==> src/w65_config.svh <==
`ifndef W65_CONFIG_SVH
`define W65_CONFIG_SVH

// E, M, X and I set
`define W65_STATUS_RESET   9'h134

// Bank 0 vectors
`define W65_VEC_RESET      16'hFFFC
`define W65_VEC_NMI_NATIVE 16'hFFEA
`define W65_VEC_NMI_EMU    16'hFFFA
`define W65_VEC_IRQ_NATIVE 16'hFFEE
`define W65_VEC_IRQ_EMU    16'hFFFE

`define W65_OP_REP         8'hC2
`define W65_OP_SEP         8'hE2
`define W65_OP_XCE         8'hFB
`define W65_OP_WAI         8'hCB
`define W65_OP_STP         8'hDB

`endif
==> src/w65Pkg.sv <==
package w65Pkg;

  typedef logic [15:0] addrT;
  typedef logic [7:0]  dataT;

  // E in bit 8, then N V M X D I Z C
  typedef logic [8:0]  statusT;

  typedef enum logic [1:0]
  {
    busOpFetch,
    busOperand,
    busInternal,
    busVector
  } busCycleE;

  typedef enum logic [2:0]
  {
    seqFetch,
    seqOperand,
    seqExecute,
    seqIntInternal,
    seqVecLow,
    seqVecHigh
  } seqStateE;

  typedef enum logic [1:0]
  {
    intReset,
    intNmi,
    intIrq
  } intKindE;

endpackage

==> src/w65Core.sv <==
module w65Core
(
  input  logic           CLK,
  input  logic           RST_N,
  input  logic           ce,
  input  logic           rdyIn,
  input  logic           nmiN,
  input  logic           irqN,
  input  w65Pkg::dataT   dataIn,
  output w65Pkg::addrT   addr,
  output logic           vpa,
  output logic           vda,
  output logic           vpb,
  output logic           rdyOut,
  output w65Pkg::statusT status
);

  logic              en;
  logic              intReq;
  w65Pkg::busCycleE  busCycle;
  w65Pkg::dataT      opcode;
  w65Pkg::dataT      operand;
  logic              lastCycle;
  logic              takeInt;
  logic              execute;
  logic              waiStart;
  logic              stpStart;
  w65Pkg::intKindE   intKind;

  w65Sequencer i_w65Sequencer
  (
    .CLK       (CLK),
    .RST_N     (RST_N),
    .en        (en),
    .intReq    (intReq),
    .dataIn    (dataIn),
    .busCycle  (busCycle),
    .opcode    (opcode),
    .operand   (operand),
    .lastCycle (lastCycle),
    .takeInt   (takeInt),
    .execute   (execute),
    .waiStart  (waiStart),
    .stpStart  (stpStart)
  );

  w65BusUnit i_w65BusUnit
  (
    .CLK      (CLK),
    .RST_N    (RST_N),
    .en       (en),
    .busCycle (busCycle),
    .dataIn   (dataIn),
    .intKind  (intKind),
    .status   (status),
    .addr     (addr),
    .vpa      (vpa),
    .vda      (vda),
    .vpb      (vpb)
  );

  w65StatusReg i_w65StatusReg
  (
    .CLK     (CLK),
    .RST_N   (RST_N),
    .en      (en),
    .execute (execute),
    .opcode  (opcode),
    .operand (operand),
    .status  (status)
  );

  w65IntCtrl i_w65IntCtrl
  (
    .CLK       (CLK),
    .RST_N     (RST_N),
    .ce        (ce),
    .rdyIn     (rdyIn),
    .nmiN      (nmiN),
    .irqN      (irqN),
    .lastCycle (lastCycle),
    .takeInt   (takeInt),
    .waiStart  (waiStart),
    .stpStart  (stpStart),
    .status    (status),
    .en        (en),
    .intReq    (intReq),
    .rdyOut    (rdyOut),
    .intKind   (intKind)
  );

endmodule

==> src/w65Sequencer.sv <==
`include "w65_config.svh"

module w65Sequencer
(
  input  logic             CLK,
  input  logic             RST_N,
  input  logic             en,
  input  logic             intReq,
  input  w65Pkg::dataT     dataIn,
  output w65Pkg::busCycleE busCycle,
  output w65Pkg::dataT     opcode,
  output w65Pkg::dataT     operand,
  output logic             lastCycle,
  output logic             takeInt,
  output logic             execute,
  output logic             waiStart,
  output logic             stpStart
);

  w65Pkg::seqStateE state;
  w65Pkg::seqStateE nextState;
  logic             waiSeen;
  logic             hasOperand;
  logic             isFlagOp;
  logic             isModeOp;
  logic             isWai;
  logic             execCycle;

  assign hasOperand = (dataIn == `W65_OP_REP) || (dataIn == `W65_OP_SEP);  // Seen on the fetch
  assign isFlagOp   = (opcode[4:0] == 5'b11000) && (opcode[7:5] != 3'b100);  // x8 except TYA
  assign isModeOp   = (opcode == `W65_OP_REP) || (opcode == `W65_OP_SEP) ||
                      (opcode == `W65_OP_XCE);
  assign isWai      = opcode == `W65_OP_WAI;

  assign lastCycle = state == w65Pkg::seqExecute;
  assign execCycle = en && lastCycle;
  assign takeInt   = execCycle && intReq;
  assign execute   = execCycle && (isFlagOp || isModeOp);
  assign waiStart  = execCycle && isWai && !waiSeen && !intReq;
  assign stpStart  = execCycle && (opcode == `W65_OP_STP);

  always_comb
  begin
    nextState = w65Pkg::seqFetch;
    busCycle  = w65Pkg::busInternal;
    case (state)
      w65Pkg::seqFetch:
      begin
        busCycle  = w65Pkg::busOpFetch;
        nextState = hasOperand ? w65Pkg::seqOperand : w65Pkg::seqExecute;
      end
      w65Pkg::seqOperand:
      begin
        busCycle  = w65Pkg::busOperand;
        nextState = w65Pkg::seqExecute;
      end
      w65Pkg::seqExecute:
      begin
        if (intReq)
          nextState = w65Pkg::seqIntInternal;
        else if (isWai && !waiSeen)
          nextState = w65Pkg::seqExecute;  // Boundary is decided again on wake-up
        else
          nextState = w65Pkg::seqFetch;
      end
      w65Pkg::seqIntInternal:
        nextState = w65Pkg::seqVecLow;
      w65Pkg::seqVecLow:
      begin
        busCycle  = w65Pkg::busVector;
        nextState = w65Pkg::seqVecHigh;
      end
      w65Pkg::seqVecHigh:
        busCycle = w65Pkg::busVector;
      default:
        nextState = w65Pkg::seqFetch;
    endcase
  end

  always_ff @(posedge CLK or negedge RST_N)
  begin
    if (!RST_N)
    begin
      state   <= w65Pkg::seqIntInternal;  // Reset entry
      waiSeen <= 1'b0;
    end
    else if (en)
    begin
      state <= nextState;
      if (lastCycle)
        waiSeen <= waiStart;
    end
  end

  always_ff @(posedge CLK)
  begin
    if (en && (state == w65Pkg::seqFetch))
      opcode <= dataIn;
    if (en && (state == w65Pkg::seqOperand))
      operand <= dataIn;
  end

endmodule

==> src/w65BusUnit.sv <==
`include "w65_config.svh"

module w65BusUnit
(
  input  logic             CLK,
  input  logic             RST_N,
  input  logic             en,
  input  w65Pkg::busCycleE busCycle,
  input  w65Pkg::dataT     dataIn,
  input  w65Pkg::intKindE  intKind,
  input  w65Pkg::statusT   status,
  output w65Pkg::addrT     addr,
  output logic             vpa,
  output logic             vda,
  output logic             vpb
);

  w65Pkg::addrT pc;
  w65Pkg::addrT vector;
  logic         vecHigh;  // Second byte of the vector pair

  always_comb
  begin
    case (intKind)
      w65Pkg::intNmi:
        vector = status[8] ? `W65_VEC_NMI_EMU : `W65_VEC_NMI_NATIVE;
      w65Pkg::intIrq:
        vector = status[8] ? `W65_VEC_IRQ_EMU : `W65_VEC_IRQ_NATIVE;
      default:
        vector = `W65_VEC_RESET;
    endcase
  end

  assign addr = (busCycle == w65Pkg::busVector) ? vector + w65Pkg::addrT'(vecHigh) : pc;

  assign vpa = (busCycle == w65Pkg::busOpFetch) || (busCycle == w65Pkg::busOperand);
  assign vda = (busCycle == w65Pkg::busOpFetch) || (busCycle == w65Pkg::busVector);
  assign vpb = busCycle != w65Pkg::busVector;

  always_ff @(posedge CLK or negedge RST_N)
  begin
    if (!RST_N)
    begin
      pc      <= '0;
      vecHigh <= 1'b0;
    end
    else if (en)
    begin
      case (busCycle)
        w65Pkg::busOpFetch,
        w65Pkg::busOperand:
          pc <= pc + 16'd1;
        w65Pkg::busVector:
        begin
          if (vecHigh)
            pc[15:8] <= dataIn;
          else
            pc[7:0] <= dataIn;
          vecHigh <= !vecHigh;
        end
        default:
          pc <= pc;
      endcase
    end
  end

endmodule

==> src/w65StatusReg.sv <==
`include "w65_config.svh"

module w65StatusReg
(
  input  logic           CLK,
  input  logic           RST_N,
  input  logic           en,
  input  logic           execute,
  input  w65Pkg::dataT   opcode,
  input  w65Pkg::dataT   operand,
  output w65Pkg::statusT status
);

  w65Pkg::dataT emuMask;  // M and X pinned while E is set

  assign emuMask = {2'b00, status[8], status[8], 4'b0000};

  always_ff @(posedge CLK or negedge RST_N)
  begin
    if (!RST_N)
      status <= `W65_STATUS_RESET;
    else if (en && execute)
    begin
      case (opcode)
        `W65_OP_REP:
          status[7:0] <= (status[7:0] & ~operand) | emuMask;
        `W65_OP_SEP:
          status[7:0] <= status[7:0] | operand;
        `W65_OP_XCE:
        begin
          status[8] <= status[0];
          status[0] <= status[8];
          if (status[0])
          begin
            status[5] <= 1'b1;  // Entering emulation
            status[4] <= 1'b1;
          end
        end
        default:
        begin
          // Flag opcodes take the new value from bit 5
          case (opcode[7:6])
            2'b00:
              status[0] <= opcode[5];
            2'b01:
              status[2] <= opcode[5];
            2'b10:
              status[6] <= 1'b0;  // CLV only
            default:
              status[3] <= opcode[5];
          endcase
        end
      endcase
    end
  end

endmodule

==> src/w65IntCtrl.sv <==
module w65IntCtrl
(
  input  logic            CLK,
  input  logic            RST_N,
  input  logic            ce,
  input  logic            rdyIn,
  input  logic            nmiN,
  input  logic            irqN,
  input  logic            lastCycle,
  input  logic            takeInt,
  input  logic            waiStart,
  input  logic            stpStart,
  input  w65Pkg::statusT  status,
  output logic            en,
  output logic            intReq,
  output logic            rdyOut,
  output w65Pkg::intKindE intKind
);

  logic sample;
  logic nmiMeta;
  logic nmiOld;
  logic nmiEdge;
  logic nmiPending;
  logic waiting;
  logic stopped;

  assign sample  = rdyIn && ce;
  assign nmiEdge = nmiOld && !nmiMeta;  // Falling edge
  assign en      = sample && !waiting && !stopped;
  assign rdyOut  = en;
  assign intReq  = nmiPending || (!irqN && !status[2]);  // IRQ masked by I

  always_ff @(posedge CLK or negedge RST_N)
  begin
    if (!RST_N)
    begin
      nmiMeta    <= 1'b1;
      nmiOld     <= 1'b1;
      nmiPending <= 1'b0;
    end
    else if (sample)
    begin
      nmiMeta <= nmiN;
      nmiOld  <= nmiMeta;
      if (nmiEdge)
        nmiPending <= 1'b1;
      else if (en && lastCycle)
        nmiPending <= 1'b0;  // Taken at this boundary
    end
  end

  always_ff @(posedge CLK or negedge RST_N)
  begin
    if (!RST_N)
    begin
      intKind <= w65Pkg::intReset;
      waiting <= 1'b0;
      stopped <= 1'b0;
    end
    else
    begin
      if (takeInt)
        intKind <= nmiPending ? w65Pkg::intNmi : w65Pkg::intIrq;
      if (waiStart)
        waiting <= 1'b1;
      else if (waiting && sample && (nmiPending || !irqN))
        waiting <= 1'b0;  // Wakes even with I set
      if (stpStart)
        stopped <= 1'b1;
    end
  end

endmodule

==> config.mk <==
export PLATFORM = sky130hd
export DESIGN_NAME = w65Core
export DESIGN_NICKNAME = d
export VERILOG_FILES = /design/src/w65Pkg.sv /design/src/w65Core.sv /design/src/w65Sequencer.sv /design/src/w65BusUnit.sv /design/src/w65StatusReg.sv /design/src/w65IntCtrl.sv
export VERILOG_INCLUDE_DIRS = /design/src
export SDC_FILE = /design/constraint.sdc
export NUM_CORES = 1
export LEC_CHECK = 0
export BUFFER_PORTS_ARGS = -buffer_cell sky130_fd_sc_hd__buf_2
export CORE_MARGIN = 5
export CORE_UTILIZATION = 52
export CTS_CLUSTER_SIZE = 12
export DETAILED_ROUTE_END_ITERATION = 8
export PLACE_DENSITY = 0.73
export SLEW_MARGIN = 20
export SYNTH_ARGS = -nofsm -noshare
export SYNTH_HDL_FRONTEND = slang
export SYNTH_SLANG_ARGS = --single-unit
==> constraint.sdc <==
create_clock -name CLK -period 2 [get_ports CLK]
set_input_delay 0.2 -clock CLK [delete_from_list [all_inputs] [get_ports CLK]]
set_output_delay 0.2 -clock CLK [all_outputs]
set_load 0.02 [all_outputs]
==> results_dict.tcl <==
set metrics [dict create \
    status "finished with violations" \
    violations "negative setup slack" \
    holdPathEnd "i_w65Sequencer.operand[0]" \
    critPathMaxFanout 5 \
    crit_type "reg -> reg" \
    fin_crit_ns 2.02 \
    hp-class "in -> reg" \
    worstSkewPairLatency_ns 0.30 \
    yosysWarnings 0 \
    crit_path_top_delay_cell "or4b_4" \
    r2r-end "i_w65StatusReg.status[6]" \
    power.leakage_uw 0.00155 \
    nNetsFinal 393 \
    place_area_sq_um 3430 \
    whs_path_depth 1 \
    cts-htree-levels 2 \
    synth.distinct_cells 61 \
    port_buffers 42 \
    area_growth_syn_to_layout_pct 21.0 \
    ys_seq_elements 53 \
    die_height_microns 85.7 \
    synth_edf_count 16 \
    routed_via_density 5.88 \
    path_cells "or4b_4 -> o31a_1 -> a2111oi_1 -> o21ai_0" \
    dieArea_sq_um 7350 \
    initial_utilization_pct 53.8 \
    synthCells 314 \
    ir_drop_uv 726 \
    postRouteAntennaNets 0 \
    rsz0062_at_grt "true" \
    cts-root-buf "clkbuf_8" \
    antenna_found_initial 0 \
    switching_power_uw 1610 \
    layout_setup_ws_ns -0.0225 \
    hold_violations 0 \
    top_level_ports 43 \
    design_area_sq_um 3610 \
    first_pass_iters 4 \
    final_util_pct 65.1 \
    synth_flop_cell "dfrtp_1" \
    dr.first_iter.drc_count 169 \
    wl_per_cell_microns 17.2 \
    grt_max_degree 26 \
    worstHoldStart "dataIn[0]" \
    fill_cells 469 \
    cp.arrival_ns 2.19 \
    post-route-period-util_pct 101 \
    syn_area_per_cell_sq_um 9.49 \
    relSlewSlack_pct 58.8 \
    drive_gt1_share_pct 27.9 \
    cp-start-kind "flip-flop" \
    cts_buffers 5 \
    fin_skew_ns 0.00822 \
    regToRegSetupSlack_ns -0.02 \
    drcViolationCount 0 \
    max_stage_delay_ns 0.62 \
    grt_pass1_wl_microns 13000 \
    wirelength_microns 7720 \
    worst_r2r_startpoint "i_w65Sequencer.opcode[0]" \
    pwr-share-comb_pct 41.4 \
    critPathTopFamily "compound AO/OA/AOI/OAI gates" \
    die_w_microns 85.7 \
    required_ns 2.17 \
    setup_violations 1 \
    switching_share_pct 40.1 \
    clockPowerShare_pct 17.8 \
    gp_congestion 0.945 \
    n_antenna_cell 0 \
    vias 2638 \
    clock_sinks 53 \
    fmax_ghz 0.494 \
    slew_viol_final 0 \
    power_frac_seq_pct 40.7 \
    dpl.hpwl_microns 5690 \
    grt-ovfl-total 0 \
    grt_usage_pct 22.2 \
    worstSetupStartpoint "i_w65Sequencer.opcode[0]" \
    row_count 27 \
    reg2regPathDepth 4 \
    endpoint_kind "flip-flop" \
    maxCapViolations 0 \
    synthArstFlopShare_pct 69.8 \
    worst_pin_slew_ns 0.618 \
    synth_seq_area_share_pct 47.5 \
    syn_area_sq_um 2980 \
    power.internal_uw 2410 \
    design.core.area_sq_um 5540 \
    clk_path_buf_depth 2 \
    syn_nets 331 \
    crit_buf_inv 0 \
    path_clk_slew_ns 0.09 \
    p_per_area_nw_per_um2 1120 \
    cts_tree "done" \
    grt_pass1_vias 2675 \
]
-- cell usage in the layout, fill, tap and decap left out, types with 4 or more instances in the layout --
cell type	n
buf_4	30
nand2b_1	11
a21o_1	4
dfstp_2	8
o22ai_1	7
clkbuf_8	5
nor2_1	20
inv_1	16
nand3_1	20
mux2i_1	4
o21ai_0	15
a31oi_1	5
dfrtp_1	29
nand4_1	5
a21oi_1	21
nor2b_1	4
nor3_1	7
nor4_1	5
nand2_1	25
buf_2	42
and3_1	4
edfxtp_1	16
-- power by group through the flow --
stage	sequential [uW]	clock, uW	combinational, uW
3_3_place_gp	1630	0	1610
2_1_floorplan	1570	0	1130
3_5_place_dp	1640	0	1640
4_1_cts	1630	732	1650
5_1_grt	1680	785	1840
6_report	1640	718	1670
-- worst reg2reg max path: stages (launching register included) --
cell and delay [ns]:
edfxtp_1 0.48, or4b_4 0.62, o31a_1 0.26, a2111oi_1 0.40
o21ai_0 0.14
-- layout make-up --
class	count	area [sq um]	area share (%)
clock inverters	2	35.0	0.971
inverters	18	67.6	1.87
multi-input cells	225	1480	41.0
repair buffers	73	445	12.3
clock buffers	6	72.6	2.01
flip-flops and latches	53	1420	39.3
well taps	72	90.1	2.50
-- flip-flops by register name, indices dropped and copies added (netlist names), named ones only --
name and flops:
i_w65IntCtrl.nmiOld 1, i_w65IntCtrl.nmiMeta 1, i_w65IntCtrl.intKind 2, i_w65IntCtrl.nmiPending 1
i_w65BusUnit.pc 16, i_w65Sequencer.state 3, i_w65IntCtrl.stopped 1, i_w65BusUnit.vecHigh 1
i_w65IntCtrl.waiting 1, i_w65Sequencer.operand 8, i_w65Sequencer.opcode 8, i_w65StatusReg.status 7
i_w65Sequencer.waiSeen 1
-- per-stage QoR --
step	setup WS [ns]	std cells	power [uW]	hold slack [ns]	setup TNS [ns]
after global routing	-0.0602	449	4310	0.131	-0.137
after CTS	-0.00263	448	4010	0.132	-0.00263
after detailed placement	0.00319	439	3280	0.247	0
final	-0.0225	449	4020	0.133	-0.0225
after global placement	0.0336	439	3240	0.238	0
after floorplan	0.0243	314	2700	-0.0956	0
-- layer usage --
| metal | vias up | track usage [%] | part of all wire, % |
|---|---|---|---|
| li1 | 1294 | - | - |
| met4 | 0 | 7.91 | 1.8 |
| met3 | 14 | 3.84 | 5.1 |
| met1 | 1250 | 29.1 | 43 |
| met2 | 80 | 37.1 | 50 |
| met5 | - | 0 | 0 |
-- worst max-delay path by stage --
stage                               end  slack [ns]  depth (start not counted)
6_report       i_w65StatusReg.status[6]       -0.02                          4
3_3_place_gp   i_w65StatusReg.status[2]        0.03                          4
4_1_cts        i_w65StatusReg.status[3]      -0.003                          4
2_1_floorplan                   addr[4]        0.02                          7
3_5_place_dp   i_w65StatusReg.status[2]       0.003                          4
5_1_grt        i_w65StatusReg.status[6]       -0.06                          5
-- repair_timing --
item / CTS / global route
hold buffers: 1 / 0
gates resized for setup: 2 / 8
pin swaps: 0 / 0
buffers inserted: 0 / 1
endpoints found under the setup margin: 2 / 12
hold endpoints to repair: 18 / 0
-- Yosys cell counts, drive strengths merged (7+ instances only) --
master	count	share of area (%)
a21oi	22	3.7
clkbuf	15	1.9
dfrtp	29	24
dfstp	8	7.1
edfxtp	16	16
inv	17	2.1
mux2	7	2.8
nand2	25	3.1
nand2b	11	2.3
nand3	21	3.5
nor2	20	2.5
nor3	7	1.2
o21ai	15	2.5
o22ai	7	1.5
-- cells by family (layout without fill, tap and decap cells) --
kind of cell               after synthesis  in the layout  share of synthesized area [%]
and+or+nand+nor                        120            120                           21.5
AOI/OAI and AO/OA                       89             89                           20.4
DFF                                     53             53                           47.5
buffers and inverters                   36             99                           4.66
muxes                                   11             11                           4.11
adders and majority gates                3              3                           1.26
xor gates and xnor gates                 2              2                          0.588
Power figures use the tool's default switching activity.
